`config.mk`:
```
export PLATFORM = sky130hd
export DESIGN_NAME = uop_sequencer_flat
export DESIGN_NICKNAME = d
export VERILOG_FILES = /design/src/hdl/core_pkg.sv /design/src/hdl/uop_if.sv /design/src/hdl/uop_sequencer.sv /design/src/flat_wrapper.sv
export SDC_FILE = /design/constraint.sdc
export NUM_CORES = 1
export LEC_CHECK = 0
export BUFFER_PORTS_ARGS = -buffer_cell sky130_fd_sc_hd__buf_4
export CAP_MARGIN = 10
export CELL_PAD_IN_SITES_DETAIL_PLACEMENT = 0
export CELL_PAD_IN_SITES_GLOBAL_PLACEMENT = 1
export CORE_ASPECT_RATIO = 0.7
export CORE_MARGIN = 1.5
export CORE_UTILIZATION = 33
export CTS_BUF_LIST = sky130_fd_sc_hd__clkbuf_8
export CTS_CLUSTER_DIAMETER = 40
export DETAILED_ROUTE_END_ITERATION = 7
export PLACE_DENSITY_LB_ADDON = 0.1
export SETUP_SLACK_MARGIN = 0.3
export SYNTH_ARGS = -nofsm -noshare
export SYNTH_HDL_FRONTEND = slang
export SYNTH_SLANG_ARGS = --single-unit
export TNS_END_PERCENT = 10
```
`constraint.sdc`:
```
create_clock -name clk -period 3.58 [get_ports clk]
set_input_delay 0.358 -clock clk [delete_from_list [all_inputs] [get_ports clk]]
set_output_delay 0.358 -clock clk [all_outputs]
set_load 0.02 [all_outputs]
```
`src/hdl/core_pkg.sv`:
```
`default_nettype none

package core_pkg;

  // Phase of the micro-operation currently in flight
  typedef enum logic [1:0] {
    CYCLE_IDLE,
    CYCLE_REG_FETCH,
    CYCLE_REG_WRITE
  } microcode_cycle;

  // Bus sources and destinations
  typedef enum logic [4:0] {
    REG_A,
    REG_B,
    REG_TEMPA,
    REG_TEMPB,
    REG_XL,
    REG_XH,
    REG_XP,
    REG_YL,
    REG_YH,
    REG_YP,
    REG_SPL,
    REG_SPH,
    REG_PCSL,
    REG_PCSH,
    REG_PCP,
    REG_FLAGS,
    // Only valid as a source
    REG_ALU,
    REG_ALU_WITH_FLAGS,
    REG_IMML,
    REG_IMMH,
    // Data RAM through an address register
    REG_MX,
    REG_MY,
    REG_MSP,
    REG_MSP_DEC,
    REG_Mn
  } reg_type;

  typedef enum logic [2:0] {
    REG_NONE,
    REG_PC,
    REG_XHL,
    REG_YHL,
    REG_SP_INC,
    REG_SP_DEC
  } reg_inc_type;

  typedef enum logic [2:0] {
    ALU_ADD,
    ALU_ADC,
    ALU_SUB,
    ALU_AND,
    ALU_OR,
    ALU_XOR
  } alu_op_type;

  // Reset vector sits on page 1
  localparam logic [11:0] PC_RESET = 12'h100;

  localparam int MEM_ADDR_W = 12;

endpackage

`default_nettype wire

```
`src/hdl/uop_if.sv`:
```
`timescale 1ns/1ns
`default_nettype none

interface uop_if
  import core_pkg::*;
();

  microcode_cycle current_cycle;
  reg_type        bus_input_selector;
  reg_type        bus_output_selector;
  reg_inc_type    increment_selector;
  alu_op_type     alu_op;
  logic [7:0]     immed;

  modport seq (
    output current_cycle, bus_input_selector, bus_output_selector,
    output increment_selector, alu_op, immed
  );

  modport dp (
    input current_cycle, bus_input_selector, bus_output_selector,
    input increment_selector, alu_op, immed
  );

endinterface

`default_nettype wire

```
`src/hdl/uop_sequencer.sv`:
```
`timescale 1ns/1ns
`default_nettype none

module uop_sequencer
  import core_pkg::*;
(
  input  logic        clk,
  input  logic        reset_n,
  input  logic        uop_valid,
  output logic        uop_ready,
  input  reg_type     bus_input_selector,
  input  reg_type     bus_output_selector,
  input  reg_inc_type increment_selector,
  input  alu_op_type  alu_op,
  input  logic [7:0]  immed,
  uop_if.seq          uop
);

  microcode_cycle state;

  reg_type     src_q;
  reg_type     dst_q;
  reg_inc_type inc_q;
  alu_op_type  op_q;
  logic [7:0]  immed_q;

  assign uop_ready = (state == CYCLE_IDLE);

  always_ff @(posedge clk) begin
    if (!reset_n) begin
      state <= CYCLE_IDLE;
    end else begin
      case (state)
        CYCLE_IDLE: if (uop_valid) state <= CYCLE_REG_FETCH;
        CYCLE_REG_FETCH: state <= CYCLE_REG_WRITE;
        default: state <= CYCLE_IDLE;
      endcase
    end
  end

  // Fields held until the next accept
  always_ff @(posedge clk) begin
    if (uop_valid && uop_ready) begin
      src_q   <= bus_input_selector;
      dst_q   <= bus_output_selector;
      inc_q   <= increment_selector;
      op_q    <= alu_op;
      immed_q <= immed;
    end
  end

  assign uop.current_cycle       = state;
  assign uop.bus_input_selector  = src_q;
  assign uop.bus_output_selector = dst_q;
  assign uop.increment_selector  = inc_q;
  assign uop.alu_op              = op_q;
  assign uop.immed               = immed_q;

endmodule

`default_nettype wire

```
`src/flat_wrapper.sv`:
```
// flat-port wrapper written by rule: the top's interface ports become plain ports
module uop_sequencer_flat import core_pkg::*;
  (clk, reset_n, uop_valid, uop_ready, bus_input_selector, bus_output_selector, increment_selector, alu_op, immed, uop_current_cycle, uop_bus_input_selector, uop_bus_output_selector, uop_increment_selector, uop_alu_op, uop_immed);
  uop_if uop_i ();
  input  logic clk;
  input  logic reset_n;
  input  logic uop_valid;
  output logic uop_ready;
  input  reg_type bus_input_selector;
  input  reg_type bus_output_selector;
  input  reg_inc_type increment_selector;
  input  alu_op_type alu_op;
  input  logic [7:0] immed;
  output wire logic [$bits(uop_i.current_cycle)-1:0] uop_current_cycle;
  output wire logic [$bits(uop_i.bus_input_selector)-1:0] uop_bus_input_selector;
  output wire logic [$bits(uop_i.bus_output_selector)-1:0] uop_bus_output_selector;
  output wire logic [$bits(uop_i.increment_selector)-1:0] uop_increment_selector;
  output wire logic [$bits(uop_i.alu_op)-1:0] uop_alu_op;
  output wire logic [$bits(uop_i.immed)-1:0] uop_immed;
  assign uop_current_cycle = uop_i.current_cycle;
  assign uop_bus_input_selector = uop_i.bus_input_selector;
  assign uop_bus_output_selector = uop_i.bus_output_selector;
  assign uop_increment_selector = uop_i.increment_selector;
  assign uop_alu_op = uop_i.alu_op;
  assign uop_immed = uop_i.immed;
  uop_sequencer u_core (.clk(clk), .reset_n(reset_n), .uop_valid(uop_valid), .uop_ready(uop_ready), .bus_input_selector(bus_input_selector), .bus_output_selector(bus_output_selector), .increment_selector(increment_selector), .alu_op(alu_op), .immed(immed), .uop(uop_i));
endmodule
```
# After elaboration in Yosys (flattened, before gate mapping)
# Cells that the tools add are included.
[totals]
regBits = 26
latch_bits = 0
ramBits = 0
mem_bits_ro = 0
input_bits = 27
word_cells = 12
memories = 0
[op_classes]
n_addsub = 0
n_mul = 0
n_div = 0
n_lt_le_gt_ge = 0
n_eq_ne = 2
n_shift = 0
n_mux = 2
bitwise = 0
reduce_logical = 2
[op_table]
columns = ["operator", "count"]
rows = [
  ["case mux 2 bit (2 select lines)", 1],
  ["== test 2 x 1 -> 1 bit, second input constant", 1],
  ["zero test 2 bit", 1],
  ["2-to-1 mux 2 bit", 1],
  ["inequality test 2 bit, second input constant", 1],
  ["logical AND 1 bit", 1],
]

# Depth between registers and ports, before layout
[logic_depth]
depth_word = 2
mapped_depth = 1

# Worst setup path after synthesis
# OpenSTA, ideal clock, no wires.
[synth_path]
kind = "register to register"
startpoint = "register u_core.state[0], in the netlist u_core.uop.current_cycle[0]"
endpoint = "register u_core.op_q[0], in the netlist u_core.uop.alu_op[0] (enable)"
setup_time_ns = 0.440
arrival_ns = 2.252
required_ns = 3.140
slack_ns = 0.887
stages_incl_launch_ff = 2
path_cell_list = "dfxtp_1 -> nor3b_1"
[synth_via]
elab_chain_len = 2
[synth_rtl]
columns = ["item", "line", "text"]
rows = [
  ["start: declaration", "uop_sequencer.sv:19", "microcode_cycle state;"],
  ["start signal: assignment", "uop_sequencer.sv:31", "state <= CYCLE_IDLE;"],
  ["start signal: assignment", "uop_sequencer.sv:34", "CYCLE_IDLE: if (uop_valid) state <= CYCLE_REG_FETCH;"],
  ["start signal: assignment", "uop_sequencer.sv:35", "CYCLE_REG_FETCH: state <= CYCLE_REG_WRITE;"],
  ["zero test 2 bit", "uop_sequencer.sv:27", "assign uop_ready = (state == CYCLE_IDLE);"],
  ["logical AND 1 bit", "uop_sequencer.sv:43", "if (uop_valid && uop_ready) begin"],
  ["end signal: assignment", "uop_sequencer.sv:47", "op_q <= alu_op;"],
  ["end: declaration", "uop_sequencer.sv:24", "alu_op_type op_q;"],
]
# Every way passes these cells.
# A chain may end at the register's enable or synchronous reset.

# Worst setup path after layout
[layout_path]
startpoint = "register u_core.state[0], in the netlist u_core.uop.current_cycle[0]"
endpoint = "output uop_ready"
[layout_via]
elab_chain_len = 1
[layout_rtl]
columns = ["item", "line", "text"]
rows = [
  ["zero test 2 bit", "uop_sequencer.sv:27", ""],
  ["end: declaration", "flat_wrapper.sv:8", "output logic uop_ready;"],
]
# Every way passes these cells.

==> out/metrics.csv <==
stage,metric,value,unit
status,outcome,finished clean,
finish,area grow syn2layout,65.7,%
detailed_routing,DRT antenna net count,0,
finish,"Net count, final",116,
logic_synthesis,post-synth top area share,90.7,%
cts,root buf cell,clkbuf_8,
setup_path,Crit. End Element,output pin,
detailed_routing,Iter 0 DRT Violations,8,
cts,Hold Buf Count CTS,0,
pwr,Flop pwr share,53.0,%
pwr,P_sw,133,uW
global_route,via count of the first global-routing pass,423,
setup_path,Crit Path Class,reg -> out,
pwr,Pleak,0.000558,uW
cts,H-tree depth,1,
cts,post-CTS setup buffer count,0,
timing,setup_tns,0,ps
timing,Final Critical Period,1240,ps
global_route,total grt overflow,0,
setup_path,WP data arrival,880,ps
setup_path,Critical Path RT,3220,ps
logic_synthesis,number of synthesized register bits,26,
worst_hold_path,path type of the worst min-delay path,in -> reg,
pwr,switching share of power,19.5,%
global_route,initial antenna violation count,0,
floorplanning,row cnt,14,
cts,Worst-path clk slew,80,ps
logic_synthesis,Unique masters post-synth,6,
logic_synthesis,Synth warnings,0,
logic_synthesis,register area share after synthesis,95.7,%
logic_synthesis,largest cells by area after synthesis,"edfxtp_1, dfxtp_1, and4bb_2",
placement,dpl ws,2340,ps
timing,Worst-Margin Slew,293,ps
timing,Peak Freq,0.806,GHz
logic_synthesis,Mapped Area,795,um^2
pwr,pwr dens,516,nW/um^2
timing,final max-slew violation count,0,
floorplanning,Initial Util,36.0,%
detailed_routing,Vias,487,
timing,RSZ-0062 raised after global routing,no,
global_route,wire length of the first global-routing pass,1.97,mm
timing,Slew headroom,80.5,%
pwr,Clock power frac,34.5,%
detailed_routing,Vias/cell,4.06,
timing,final hold vios,0,
detailed_routing,TritonRoute pass-1 iters,3,
floorplanning,chip height,44.1,um
logic_synthesis,Synth Net Count,57,
cts,maximum buffer depth of the clock tree,2,
cts,clk_lat worst skew,270,ps
setup_path,crit-path max FO,5,
placement,GP Congestion,0.633,
finish,cell area after layout,1320,um^2
logic_synthesis,Mapped Cells,30,
global_route,pin count of the biggest net entering global routing,25,
logic_synthesis,Yosys top cell by area,edfxtp_1,
placement,PortBufs,53,
timing,Finish-stage setup viols,0,
cts,CTS buffer count,3,
floorplanning,core area,2210,um^2
timing,WHS,261,ps
cts,CTS sink cnt,26,
setup_path,CP Launch Type,flip-flop,
pwr,Internal Power,546,uW
timing,Post-Route Skew,3.84,ps
detailed_routing,Post-route DRC,0,
timing,Final Worst Setup Slack,2340,ps
pwr,Logic pwr share,12.5,%
floorplanning,full die area,2720,um^2
timing,final worst-path cycle share,34.6,%
finish,Ant. Diodes,0,
flow_run,Max-Cap Viols,0,
global_route,Total GRT Usage,10.9,%
pwr,worst vdd ir,0.326,mV
finish,layout cells sized above 1,69.3,%
detailed_routing,Routed WL,1.46,mm
logic_synthesis,syn_area_per_cell,26.5,um^2
finish,# fillers,201,
cts,Resized cells post-CTS,0,
floorplanning,chip width,61.6,um
floorplanning,num ports,54,
cts,TritonCTS clock tree,yes,
detailed_routing,Avg WL per Cell,12.1,um
placement,Placed Area,1240,um^2
==> Yosys cell counts <==
cell and instances:
dfxtp_1 2, edfxtp_1 24, and3b_2 1, nor3b_1 1, and4bb_2 1, nor2_1 1
==> worst max-delay path, stage by stage (launching register included) <==
cell and delay (ps):
dfxtp_1 400, nor2_1 70, buf_4 150
==> cell families (layout without fill, tap and decap cells) <==
family	count (synthesis)	count (layout)	synth area share (%)
simple gates	4	4	4.25
flops	26	26	95.7
buf+inv	0	58	0
==> metal layers <==
metal  up-vias  part of all wire (%)  track usage, %
li1        234                     -               -
met1       229                    40            12.1
met2        22                    52            17.1
met3         2                   7.3            4.39
met4         0                   1.3            7.66
met5         -                     0               0
==> flip-flops by register name (all words and copies together) (netlist names) <==
| name | flops |
|---|---|
| u_core.uop.alu_op | 3 |
| u_core.uop.bus_input_selector | 5 |
| u_core.uop.bus_output_selector | 5 |
| u_core.uop.current_cycle | 2 |
| u_core.uop.immed | 8 |
| u_core.uop.increment_selector | 3 |
==> path summary, 6_finish.rpt <==
check	from	slack [ps]	cells after the start	end
setup / recovery	u_core.uop.current_cycle[0]	2340	2	uop_ready
hold / removal	bus_input_selector[2]	260	1	u_core.uop.bus_input_selector[2]
setup reg to reg	u_core.uop.current_cycle[0]	2420	2	u_core.uop.increment_selector[1]
hold reg to reg	u_core.uop.current_cycle[1]	600	1	u_core.uop.current_cycle[1]
==> power by group through the flow <==
stage          Combinational [uW]  Clock [uW]  Sequential, uW
2_1_floorplan                9.31           0             392
3_3_place_gp                 85.7           0             367
3_5_place_dp                 86.5           0             367
4_1_cts                      86.5         243             360
5_1_grt                      90.2         256             362
6_report                     85.2         234             360
==> final cells by class <==
class	count	area (um^2)	area share, %
Clock buffer	3	41.3	3.14
Multi-Input combinational cell	4	38.8	2.95
Tap cell	32	40.0	3.04
Clock inverter	1	30.0	2.28
Timing Repair Buffer	54	405	30.8
Sequential cell	26	761	57.8
==> placed cells by master (no fill, tap or decap), drive strengths merged <==
master / n
and3b: 1
and4bb: 1
buf: 54
bufinv: 1
clkbuf: 3
dfxtp: 2
edfxtp: 24
nor2: 1
nor3b: 1
==> through the flow <==
stage / utilization, % / std cells / total power (uW)
after global routing: 59.6 / 120 / 708
after CTS: 59.6 / 120 / 689
final: 59.6 / 120 / 679
after global placement: 56.4 / 116 / 452
after detailed placement: 56.4 / 116 / 454
after floorplan: - / 30 / 401
No activity file was read; power rests on OpenSTA's default activity.
