--- config.mk ---
export PLATFORM = sky130hd
export DESIGN_NAME = regs_flat
export DESIGN_NICKNAME = d
export VERILOG_FILES = /design/src/hdl/core_pkg.sv /design/src/hdl/uop_if.sv /design/src/hdl/mem_if.sv /design/src/hdl/alu.sv /design/src/hdl/reg_mux.sv /design/src/hdl/regs.sv /design/src/flat_wrapper.sv
export SDC_FILE = /design/constraint.sdc
export NUM_CORES = 1
export LEC_CHECK = 0
export ABC_AREA = 1
export BUFFER_PORTS_ARGS = -buffer_cell sky130_fd_sc_hd__buf_2
export CAP_MARGIN = 20
export CORE_UTILIZATION = 51
export CTS_CLUSTER_SIZE = 14
export DETAILED_ROUTE_END_ITERATION = 6
export GPL_TIMING_DRIVEN = 0
export PLACE_DENSITY = 0.77
export SLEW_MARGIN = 20
export SYNTH_ARGS = -nofsm -noshare
export SYNTH_HDL_FRONTEND = slang
export SYNTH_SLANG_ARGS = --single-unit
--- constraint.sdc ---
create_clock -name clk -period 2.5 [get_ports clk]
set_clock_uncertainty 0.05 [all_clocks]
set_input_delay 0.5 -clock clk [delete_from_list [all_inputs] [get_ports clk]]
set_output_delay 0.5 -clock clk [all_outputs]
set_load 0.02 [all_outputs]
--- src/hdl/core_pkg.sv ---
`default_nettype none

package core_pkg;

  // Phase of the micro-operation currently in flight
  typedef enum logic [1:0] {
    CYCLE_IDLE,
    CYCLE_REG_FETCH,
    CYCLE_REG_WRITE
  } microcode_cycle;

  // Bus sources and destinations
  typedef enum logic [4:0] {
    REG_A,
    REG_B,
    REG_TEMPA,
    REG_TEMPB,
    REG_XL,
    REG_XH,
    REG_XP,
    REG_YL,
    REG_YH,
    REG_YP,
    REG_SPL,
    REG_SPH,
    REG_PCSL,
    REG_PCSH,
    REG_PCP,
    REG_FLAGS,
    // Only valid as a source
    REG_ALU,
    REG_ALU_WITH_FLAGS,
    REG_IMML,
    REG_IMMH,
    // Data RAM through an address register
    REG_MX,
    REG_MY,
    REG_MSP,
    REG_MSP_DEC,
    REG_Mn
  } reg_type;

  typedef enum logic [2:0] {
    REG_NONE,
    REG_PC,
    REG_XHL,
    REG_YHL,
    REG_SP_INC,
    REG_SP_DEC
  } reg_inc_type;

  typedef enum logic [2:0] {
    ALU_ADD,
    ALU_ADC,
    ALU_SUB,
    ALU_AND,
    ALU_OR,
    ALU_XOR
  } alu_op_type;

  // Reset vector sits on page 1
  localparam logic [11:0] PC_RESET = 12'h100;

  localparam int MEM_ADDR_W = 12;

endpackage

`default_nettype wire

--- src/hdl/uop_if.sv ---
`timescale 1ns/1ns
`default_nettype none

interface uop_if
  import core_pkg::*;
();

  microcode_cycle current_cycle;
  reg_type        bus_input_selector;
  reg_type        bus_output_selector;
  reg_inc_type    increment_selector;
  alu_op_type     alu_op;
  logic [7:0]     immed;

  modport seq (
    output current_cycle, bus_input_selector, bus_output_selector,
    output increment_selector, alu_op, immed
  );

  modport dp (
    input current_cycle, bus_input_selector, bus_output_selector,
    input increment_selector, alu_op, immed
  );

endinterface

`default_nettype wire

--- src/hdl/mem_if.sv ---
`timescale 1ns/1ns
`default_nettype none

interface mem_if
  import core_pkg::*;
();

  logic                  write_en;
  logic                  read_en;
  logic [MEM_ADDR_W-1:0] addr;
  logic [3:0]            write_data;
  logic [3:0]            read_data;

  modport master (output write_en, read_en, addr, write_data, input read_data);

  modport slave (input write_en, read_en, addr, write_data, output read_data);

endinterface

`default_nettype wire

--- src/hdl/alu.sv ---
`timescale 1ns/1ns
`default_nettype none

module alu
  import core_pkg::*;
(
  input  logic [3:0] a,
  input  logic [3:0] b,
  input  logic       carry_in,
  input  alu_op_type op,
  output logic [3:0] result,
  output logic       carry_out,
  output logic       zero
);

  // Bit 4 holds carry or borrow
  logic [4:0] sum;

  always_comb begin
    sum = 5'h00;
    case (op)
      ALU_ADD: sum = {1'b0, a} + {1'b0, b};
      ALU_ADC: sum = {1'b0, a} + {1'b0, b} + {4'h0, carry_in};
      // Wraps into bit 4 when b > a
      ALU_SUB: sum = {1'b0, a} - {1'b0, b};
      ALU_AND: sum = {1'b0, a & b};
      ALU_OR:  sum = {1'b0, a | b};
      ALU_XOR: sum = {1'b0, a ^ b};
      default: sum = 5'h00;
    endcase
  end

  assign result    = sum[3:0];
  assign carry_out = sum[4];
  assign zero      = (sum[3:0] == 4'h0);

endmodule

`default_nettype wire

--- src/hdl/reg_mux.sv ---
`timescale 1ns/1ns
`default_nettype none

module reg_mux
  import core_pkg::*;
(
  input  reg_type     selector,
  input  logic [3:0]  a,
  input  logic [3:0]  b,
  input  logic [3:0]  temp_a,
  input  logic [3:0]  temp_b,
  input  logic [3:0]  alu_result,
  input  logic [3:0]  flags,
  input  logic [3:0]  memory_read_data,
  input  logic [11:0] x,
  input  logic [11:0] y,
  input  logic [11:0] pc,
  input  logic [7:0]  sp,
  input  logic [7:0]  immed,
  output logic [3:0]  out,
  output logic        use_memory,
  output logic [11:0] memory_addr
);

  logic [7:0] sp_dec;

  assign sp_dec = sp - 8'h01;

  always_comb begin
    out         = 4'h0;
    use_memory  = 1'b0;
    memory_addr = 12'h000;
    case (selector)
      REG_A:     out = a;
      REG_B:     out = b;
      REG_TEMPA: out = temp_a;
      REG_TEMPB: out = temp_b;
      REG_XL:    out = x[3:0];
      REG_XH:    out = x[7:4];
      REG_XP:    out = x[11:8];
      REG_YL:    out = y[3:0];
      REG_YH:    out = y[7:4];
      REG_YP:    out = y[11:8];
      REG_SPL:   out = sp[3:0];
      REG_SPH:   out = sp[7:4];
      REG_PCSL:  out = pc[3:0];
      REG_PCSH:  out = pc[7:4];
      REG_PCP:   out = pc[11:8];
      REG_FLAGS: out = flags;
      REG_ALU, REG_ALU_WITH_FLAGS: out = alu_result;
      REG_IMML:  out = immed[3:0];
      REG_IMMH:  out = immed[7:4];
      default: begin
        // Memory sources all return the RAM nibble
        out        = memory_read_data;
        use_memory = 1'b1;
        case (selector)
          REG_MX:      memory_addr = x;
          REG_MY:      memory_addr = y;
          REG_MSP:     memory_addr = {4'h0, sp};
          REG_MSP_DEC: memory_addr = {4'h0, sp_dec};
          default:     memory_addr = {8'h00, immed[3:0]};
        endcase
      end
    endcase
  end

endmodule

`default_nettype wire

--- src/hdl/regs.sv ---
`timescale 1ns/1ns
`default_nettype none

module regs
  import core_pkg::*;
(
  input  logic        clk,
  input  logic        reset_n,
  uop_if.dp           uop,
  mem_if.master       mem,
  output logic [3:0]  a,
  output logic [3:0]  b,
  output logic [3:0]  temp_a,
  output logic [3:0]  temp_b,
  output logic [11:0] x,
  output logic [11:0] y,
  output logic [11:0] pc,
  output logic [7:0]  sp,
  output logic        zero,
  output logic        carry,
  output logic        decimal,
  output logic        interrupt
);

  logic [3:0]  bus_value;
  logic        use_memory;
  logic [11:0] read_addr;
  logic [3:0]  alu_result;
  logic        alu_carry;
  logic        alu_zero;

  logic        dst_is_mem;
  logic [11:0] dst_addr;
  logic [11:0] write_addr;
  logic [7:0]  sp_dec;

  assign sp_dec = sp - 8'h01;

  reg_mux u_mux (
    .selector         (uop.bus_input_selector),
    .a                (a),
    .b                (b),
    .temp_a           (temp_a),
    .temp_b           (temp_b),
    .alu_result       (alu_result),
    .flags            ({interrupt, decimal, zero, carry}),
    .memory_read_data (mem.read_data),
    .x                (x),
    .y                (y),
    .pc               (pc),
    .sp               (sp),
    .immed            (uop.immed),
    .out              (bus_value),
    .use_memory       (use_memory),
    .memory_addr      (read_addr)
  );

  alu u_alu (
    .a         (temp_a),
    .b         (temp_b),
    .carry_in  (carry),
    .op        (uop.alu_op),
    .result    (alu_result),
    .carry_out (alu_carry),
    .zero      (alu_zero)
  );

  // Store address for a memory destination
  always_comb begin
    dst_is_mem = 1'b1;
    case (uop.bus_output_selector)
      REG_MX:      dst_addr = x;
      REG_MY:      dst_addr = y;
      REG_MSP:     dst_addr = {4'h0, sp};
      REG_MSP_DEC: dst_addr = {4'h0, sp_dec};
      REG_Mn:      dst_addr = {8'h00, uop.immed[3:0]};
      default: begin
        dst_is_mem = 1'b0;
        dst_addr   = 12'h000;
      end
    endcase
  end

  // Once the store is pending its data is already latched
  assign mem.addr    = (use_memory && !mem.write_en) ? read_addr : write_addr;
  assign mem.read_en = use_memory && (uop.current_cycle == CYCLE_REG_FETCH);

  always_ff @(posedge clk) begin
    if (uop.current_cycle == CYCLE_REG_FETCH && dst_is_mem) begin
      write_addr     <= dst_addr;
      mem.write_data <= bus_value;
    end
  end

  always_ff @(posedge clk) begin
    if (!reset_n) begin
      a <= 4'h0;
      b <= 4'h0;
      temp_a <= 4'h0;
      temp_b <= 4'h0;
      x <= 12'h000;
      y <= 12'h000;
      sp <= 8'h00;
      pc <= PC_RESET;
      {interrupt, decimal, zero, carry} <= 4'h0;
      mem.write_en <= 1'b0;
    end else begin
      if (uop.current_cycle == CYCLE_REG_FETCH) begin
        mem.write_en <= dst_is_mem;
        if (uop.increment_selector == REG_PC) pc <= pc + 12'h001;
      end
      if (uop.current_cycle == CYCLE_REG_WRITE) begin
        mem.write_en <= 1'b0;
        case (uop.bus_output_selector)
          REG_A:     a <= bus_value;
          REG_B:     b <= bus_value;
          REG_TEMPA: temp_a <= bus_value;
          REG_TEMPB: temp_b <= bus_value;
          REG_XL:    x[3:0] <= bus_value;
          REG_XH:    x[7:4] <= bus_value;
          REG_XP:    x[11:8] <= bus_value;
          REG_YL:    y[3:0] <= bus_value;
          REG_YH:    y[7:4] <= bus_value;
          REG_YP:    y[11:8] <= bus_value;
          REG_SPL:   sp[3:0] <= bus_value;
          REG_SPH:   sp[7:4] <= bus_value;
          REG_PCSL:  pc[3:0] <= bus_value;
          REG_PCSH:  pc[7:4] <= bus_value;
          REG_PCP:   pc[11:8] <= bus_value;
          REG_FLAGS: {interrupt, decimal, zero, carry} <= bus_value;
          default: ;
        endcase
        if (uop.bus_input_selector == REG_ALU_WITH_FLAGS &&
            uop.bus_output_selector != REG_FLAGS) begin
          zero  <= alu_zero;
          carry <= alu_carry;
        end
        // Later assignment so the increment beats a bus write
        case (uop.increment_selector)
          REG_XHL:    x[7:0] <= x[7:0] + 8'h01;
          REG_YHL:    y[7:0] <= y[7:0] + 8'h01;
          REG_SP_INC: sp <= sp + 8'h01;
          REG_SP_DEC: sp <= sp_dec;
          default: ;
        endcase
      end
    end
  end

  a_write_window: assert property (@(posedge clk) disable iff (!reset_n)
    mem.write_en |-> uop.current_cycle == CYCLE_REG_WRITE ##1 !mem.write_en);

  // A load never shares its cycle with a pending store
  a_read_window: assert property (@(posedge clk) disable iff (!reset_n)
    mem.read_en |-> !mem.write_en);

endmodule

`default_nettype wire

--- src/flat_wrapper.sv ---
// flat-port wrapper written by rule: the top's interface ports become plain ports
module regs_flat import core_pkg::*;
  (clk, reset_n, a, b, temp_a, temp_b, x, y, pc, sp, zero, carry, decimal, interrupt, uop_current_cycle, uop_bus_input_selector, uop_bus_output_selector, uop_increment_selector, uop_alu_op, uop_immed, mem_write_en, mem_read_en, mem_addr, mem_write_data, mem_read_data);
  uop_if uop_i ();
  mem_if mem_i ();
  input  logic clk;
  input  logic reset_n;
  output logic [3:0] a;
  output logic [3:0] b;
  output logic [3:0] temp_a;
  output logic [3:0] temp_b;
  output logic [11:0] x;
  output logic [11:0] y;
  output logic [11:0] pc;
  output logic [7:0] sp;
  output logic zero;
  output logic carry;
  output logic decimal;
  output logic interrupt;
  input wire logic [$bits(uop_i.current_cycle)-1:0] uop_current_cycle;
  input wire logic [$bits(uop_i.bus_input_selector)-1:0] uop_bus_input_selector;
  input wire logic [$bits(uop_i.bus_output_selector)-1:0] uop_bus_output_selector;
  input wire logic [$bits(uop_i.increment_selector)-1:0] uop_increment_selector;
  input wire logic [$bits(uop_i.alu_op)-1:0] uop_alu_op;
  input wire logic [$bits(uop_i.immed)-1:0] uop_immed;
  output wire logic [$bits(mem_i.write_en)-1:0] mem_write_en;
  output wire logic [$bits(mem_i.read_en)-1:0] mem_read_en;
  output wire logic [$bits(mem_i.addr)-1:0] mem_addr;
  output wire logic [$bits(mem_i.write_data)-1:0] mem_write_data;
  input wire logic [$bits(mem_i.read_data)-1:0] mem_read_data;
  assign uop_i.current_cycle = uop_current_cycle;
  assign uop_i.bus_input_selector = uop_bus_input_selector;
  assign uop_i.bus_output_selector = uop_bus_output_selector;
  assign uop_i.increment_selector = uop_increment_selector;
  assign uop_i.alu_op = uop_alu_op;
  assign uop_i.immed = uop_immed;
  assign mem_write_en = mem_i.write_en;
  assign mem_read_en = mem_i.read_en;
  assign mem_addr = mem_i.addr;
  assign mem_write_data = mem_i.write_data;
  assign mem_i.read_data = mem_read_data;
  regs u_core (.clk(clk), .reset_n(reset_n), .uop(uop_i), .mem(mem_i), .a(a), .b(b), .temp_a(temp_a), .temp_b(temp_b), .x(x), .y(y), .pc(pc), .sp(sp), .zero(zero), .carry(carry), .decimal(decimal), .interrupt(interrupt));
endmodule
; Yosys cells after proc, flatten, opt, wreduce, memory -nomap -nowiden
; Index checks and enable logic that the tools add are counted.
[totals]
reg_bits = 81
out_inout_bits = 82
[classes]
add_sub_neg = 8
n_eq_ne = 56
mux = 27
bitwise = 4
n_reduce_logical = 34
[op_table]
columns = op, count
row1 = $eq A5 B4 Y1 const B, 16
row2 = $pmux W4 S19, 1
row3 = $eq A5 B5 Y1 const B, 13
row4 = $mux W12, 5
row5 = $pmux W12 S5, 1
row6 = $pmux W12 S4, 1
row7 = $eq A5 B3 Y1 const B, 8
row8 = $mux W4, 9
row9 = $pmux W5 S6, 1
row10 = $reduce_and A2 Y1, 14
row11 = $add A8 B1 Y8 const B, 3
row12 = $eq A5 B2 Y1 const B, 4
row13 = $reduce_or A20 Y1, 1
row14 = $mux W8, 2
row15 = $pmux W8 S2, 1
row16 = $add A12 B1 Y12 const B, 1
row17 = $eq A3 B2 Y1 const B, 4
row18 = $eq A3 B3 Y1 const B, 4
row19 = $eq A5 B1 Y1 const B, 2
row20 = $logic_not A5 Y1, 2
row21 = $reduce_bool A2 Y1, 5
row22 = $sub A8 B1 Y8 const B, 1
row23 = $eq A3 B1 Y1 const B, 2
row24 = $mux W1, 6
row25 = 17 further kinds, 22

; Depth between registers and ports, before layout
[logic_depth]
ltp_word = 6
ltp_mapped = 16
ltp_nobuf = 15

; Cells and area by module
; A second synthesis with hierarchy kept.
[hier_totals]
cells_unflattened = 1062
hier_area_um2 = 6607.6
[by_module_without_submodules]
columns = mod, n_inst, cells_per_inst, area_each_um2
row1 = regs, 1, 650, 4516.8
row2 = reg_mux, 1, 279, 1343.8
row3 = alu, 1, 133, 747.0

; Least setup slack after synthesis
; OpenSTA, ideal clock, no wires.
[synth_timing]
path_type = input port to output port
from = input uop_bus_input_selector[1]
to = output mem_addr[11]
arrival_time_ps = 1990
setup_slack_ps = -40
stages = 10
cell_sequence = buf_4 -> nand2_1 -> nor2_2 -> nand2_1 -> nand2_1 -> nor2_2 -> nand3_4 -> nor2_4 -> nand2_1 -> o21ai_0
[synth_between]
elab_chain_len = 5
word_cells_on_any_way = 30
classes_between = 23 x eq/ne / 4 x mux / 3 x reduce/logical
[synth_rtl]
columns = item, line_no
row1 = from (decl), flat_wrapper.sv:21  ; input wire logic [$bits(uop_i.bus_input_selector)-1:0] uop_bus_input_selector;
row2 = $eq A5 B5 Y1 (tied with other cells), reg_mux.sv:33  ; case (selector)
row3 = $reduce_or A20 Y1 (no source line), --
row4 = $mux W1, reg_mux.sv:33
row5 = $logic_and A1 B1 Y1, regs.sv:85  ; assign mem.addr = (use_memory && !mem.write_en) ? read_addr : write_addr;
row6 = $mux W12 *, regs.sv:85
row7 = to (decl), flat_wrapper.sv:28  ; output wire logic [$bits(mem_i.addr)-1:0] mem_addr;
; Every way passes the cells marked *; elsewhere a longest branch is shown, timed or not.

; Final worst setup path
[layout_timing]
from = register u_core.sp[1]
to = output mem_addr[6]
[layout_between]
elab_chain_len = 4
[layout_rtl]
columns = item, line_no
row1 = from (decl), regs.sv:18  ; output logic [7:0] sp,
row2 = from (signal assigned), regs.sv:125  ; REG_SPL: sp[3:0] <= bus_value;
row3 = from (signal assigned), regs.sv:142  ; REG_SP_INC: sp <= sp + 8'h01;
row4 = from (signal assigned), regs.sv:143  ; REG_SP_DEC: sp <= sp_dec;
row5 = $sub A8 B1 Y8, reg_mux.sv:27  ; assign sp_dec = sp - 8'h01;
row6 = $pmux W12 S4, reg_mux.sv:57  ; case (selector)
row7 = $mux W12, reg_mux.sv:33
row8 = $mux W12, regs.sv:85
; No other way between the ends.

==> metrics.log <==
INFO  metric timing.rr.end = u_core.mem.write_data[1]
INFO  metric detailed_route_via_count = 7612
INFO  metric start_util = 0.531
INFO  metric finalHoldViolCount = 0
INFO  metric antenna_cells_inserted = 0
INFO  metric clock_tree.root_cell = sky130_fd_sc_hd__clkbuf_16
INFO  metric final_net_count = 1189
INFO  metric cts_buffer_depth = 2
INFO  metric crit_chain = inv_4 > ha_4 > nand2_2 > nor3_2 > xor2_1 > nand2_1 > o2111ai_2 > nand2_1 > nand2_1 > buf_6
INFO  metric placement_rows = 39
INFO  metric power.ir.vdd_worst = 457 uV
INFO  metric number_of_antenna_violations_at_the_first_check_in_global_routing = 0
INFO  metric drt_pass1_iterations = 7
INFO  metric max_cap_viol_count = 0
INFO  metric min-delay-start = uop_increment_selector[1]
INFO  metric grt_setup_unrepaired = true
INFO  metric largest_net_degree_at_the_start_of_global_routing = 17
INFO  metric design.core.area = 0.0116 mm2
INFO  metric cts.hold.buffers_added = 0
INFO  metric synth_warnings = 0
INFO  metric synthArstFlopShare = 0
INFO  metric min_path_type = in2reg
INFO  metric synth-seq-area-share = 0.290
INFO  metric postSynthRegisterBits = 81
INFO  metric post-place-cells = 1241
INFO  metric fillCellCount = 1091
INFO  metric grt.busiest_layer = met2
INFO  metric synth_area_per_inst = 6.22 um2
INFO  metric routedWlPerCell = 18.9 um
INFO  metric crit_arrival = 1.94 ns
INFO  metric timing.slew.headroom = 0.405
INFO  metric syn-instance-count = 986
INFO  metric hold_path_end = u_core.sp[0]
INFO  metric post-route-min-period = 2.49 ns
INFO  metric crit_path_start_kind = flip-flop
INFO  metric timing.final.setup_violations = 0
INFO  metric cts.htree.levels = 3
INFO  metric die_h = 112 um
INFO  metric post_drt_via_cell_ratio = 5.93
INFO  metric share_of_the_core_filled_with_cells = 0.682
INFO  metric path_max_fanout = 8
INFO  metric grt_util_met1 = 0.540
INFO  metric post-dp-hpwl = 18.3 mm
INFO  metric layout_worst_path_cycle_share = 0.995
INFO  metric globalRoute.totalOverflow = 0
INFO  metric grtUsageTotal = 0.389
INFO  metric first_global_vias = 6740
INFO  metric critical_path_required = 1.95 ns
INFO  metric remaining_drc_errors = 5
INFO  metric path_class = reg2out
INFO  metric drt_iter0_drc = 876
INFO  metric wire_length_of_the_first_global_routing_pass = 36.7 mm
INFO  metric worstPathBufferInverterCount = 2
INFO  metric clock_pin_slew_on_the_worst_setup_and_hold_paths = 0.06 ns
INFO  metric portBuffers = 111
INFO  metric boundary_pin_count = 114
INFO  metric detail_route.wirelength = 24.3 mm
INFO  metric worst_skew_pair.late_latency = 0.35 ns
INFO  metric synth.distinct_cells = 42
INFO  metric synth_area = 0.00614 mm2
INFO  metric synth_ff_type = sky130_fd_sc_hd__dfxtp_1
INFO  metric run_status = complete, but fails checks
INFO  metric die_width = 112 um
INFO  metric drt.antenna.violating_nets = 0
INFO  metric synthesis.nets = 1039
INFO  metric post_route_cells_drive_above_1_share = 0.244
INFO  metric worst_path_largest_cell_delay = 0.39 ns
INFO  metric tritoncts = yes
INFO  metric met3_usage = 0.0931
INFO  metric die_outline_area = 0.0125 mm2
INFO  metric timing.critical_path.to_type = primary output
INFO  metric final_cells = 1284
INFO  metric multiInputGateArea = 0.00410 mm2
INFO  metric global_route.usage.met2 = 0.583
INFO  metric total_power = 3.58 mW
INFO  metric failing_checks = design-rule violations
INFO  metric pin_slew_with_the_least_headroom_to_its_limit = 0.886 ns
INFO  metric critical_path.most_common_cell = sky130_fd_sc_hd__nand2_1
INFO  metric cp_top_family = simple AND/OR/NAND/NOR gates
INFO  metric seqCellArea = 0.00182 mm2
INFO  metric edff_count_synth = 16
INFO  metric timing.final.max_slew_violations = 0
INFO  metric flow.area_growth_from_synthesis = 28.5%
INFO  metric timing.reg2reg.worst_path_depth = 11
INFO  metric r2r_start = u_core.temp_a[0]
INFO  metric cts_num_sinks = 81
INFO  metric cts-buffers-inserted = 9
INFO  metric worstHoldPathCells = 4
INFO  metric timing.critical_path.slowest_stage_cell = sky130_fd_sc_hd__dfxtp_4
INFO  metric power_density = 454 mW/mm2
INFO  metric power.static_leakage = 3.72 nW
INFO  metric place.gp.congestion = 1.04
INFO  metric reg2reg_slack = 0.02 ns
INFO  metric max_freq = 402 MHz
==> final cells by class <==
cell class,instances,area share
plain buffers,16,0.0135
clock buffers,11,0.0335
flip-flops and latches,81,0.230
clock inverters,5,0.00746
multi-input cells,757,0.520
repair buffers,140,0.107
well taps,143,0.0227
inverters,131,0.0652
==> routing by layer <==
metal | wire [um] | vias to the layer above | share of wire
li1 | - | 3584 | -
met1 | 10200 | 3474 | 0.42
met5 | 0 | - | 0
met3 | 2790 | 70 | 0.11
met2 | 10500 | 484 | 0.43
met4 | 795 | 0 | 0.033
==> metrics by stage <==
| stage | hold slack [ns] | area [um2] | TNS (ns) | setup WS, ns |
|---|---|---|---|---|
| floorplan | 0.545 | 6140 | 0 | 0.00941 |
| global placement | 0.502 | 6870 | -21.31 | -0.548 |
| finish | 0.503 | 7890 | 0 | 0.0123 |
| detailed placement | 0.513 | 6890 | -10.93 | -0.455 |
| global route | 0.553 | 7890 | -0.132 | -0.0327 |
| CTS | 0.492 | 7520 | 0 | 0.00807 |
==> logic make-up (layout without fill, tap and decap cells) <==
logic type | after synthesis | count (layout) | share of synthesized area
adder cells (fa/ha/maj) | 21 | 21 | 0.0453
XOR/XNOR | 13 | 13 | 0.0186
AO/OA/AOI/OAI | 244 | 244 | 0.221
buffers and inverters | 149 | 303 | 0.0950
flip-flops | 81 | 81 | 0.290
AND/OR/NAND/NOR | 478 | 479 | 0.330
==> sequential cells by signal, summed over array words and instances, names as in the netlist, 4 cells and up <==
register,flops
u_core.b,4
u_core.mem.write_data,4
u_core.a,4
u_core.temp_a,4
u_core.pc,12
u_core.sp,8
u_core.write_addr,12
u_core.x,12
u_core.y,12
u_core.temp_b,4
==> cell usage after synthesis (all sizes together) (2+ instances only) <==
cell type	n	area (um2)
a32o	2	20.0
inv	130	488
o22ai	8	50.1
o2111ai	4	35.0
a21oi	103	549
buf	8	53.8
xnor2	3	26.3
clkbuf	10	37.5
or2	8	50.0
o221ai	4	35.0
fa	2	40.0
a31oi	4	25.0
edfxtp	16	480
nand3	67	348
ha	19	238
a221oi	5	43.8
nor2	139	564
nand4	11	68.8
a211oi	2	15.0
dfxtp	65	1300
a22oi	5	37.5
nand2	241	935
xor2	10	87.6
nor3	11	55.1
o21ai	104	521
==> cell usage in the layout (no fill, tap or decap), drive strengths merged, types with 3 or more instances in the layout <==
cell type	count
a21oi	103
o21ai	104
xnor2	3
or2	8
nand4	11
a31oi	4
edfxtp	16
o22ai	8
inv	131
nand2	242
a22oi	5
xor2	10
o2111ai	4
clkbuf	19
ha	19
buf	147
dfxtp	65
o221ai	4
a221oi	5
nor3	11
nor2	139
nand3	67
==> worst register-to-register path: stages (launching register included) <==
cell	delay, ns
sky130_fd_sc_hd__dfxtp_4	0.36
sky130_fd_sc_hd__ha_4	0.17
sky130_fd_sc_hd__fa_2	0.59
sky130_fd_sc_hd__ha_4	0.22
sky130_fd_sc_hd__nand2_2	0.07
sky130_fd_sc_hd__nand3_2	0.10
sky130_fd_sc_hd__o21ai_2	0.17
sky130_fd_sc_hd__nand2_2	0.09
sky130_fd_sc_hd__nor2_4	0.12
sky130_fd_sc_hd__nand2_4	0.13
sky130_fd_sc_hd__nand2_8	0.13
sky130_fd_sc_hd__inv_2	0.04
==> report_power, final <==
group,internal [mW],switching [mW]
combinational,0.260,0.502
sequential,1.35,0.0414
clock,0.863,0.566
total,2.47,1.11
==> timing repair <==
item	in CTS	in global routing
buffers inserted	13	13
pin swaps	15	23
resized for setup	55	81
endpoints found under the setup margin	49	52
cloned	2	1
==> how the worst max path moves through the flow <==
stage,from,endpoint,cells after the start
floorplan,uop_bus_input_selector[1],mem_addr[0],10
global placement,uop_bus_output_selector[4],u_core.write_addr[6],4
detailed placement,uop_bus_input_selector[0],mem_addr[2],14
CTS,uop_bus_input_selector[3],mem_addr[5],14
global route,u_core.sp[0],mem_addr[6],10
finish,u_core.sp[1],mem_addr[6],10
Power figures use the tool's default switching activity.
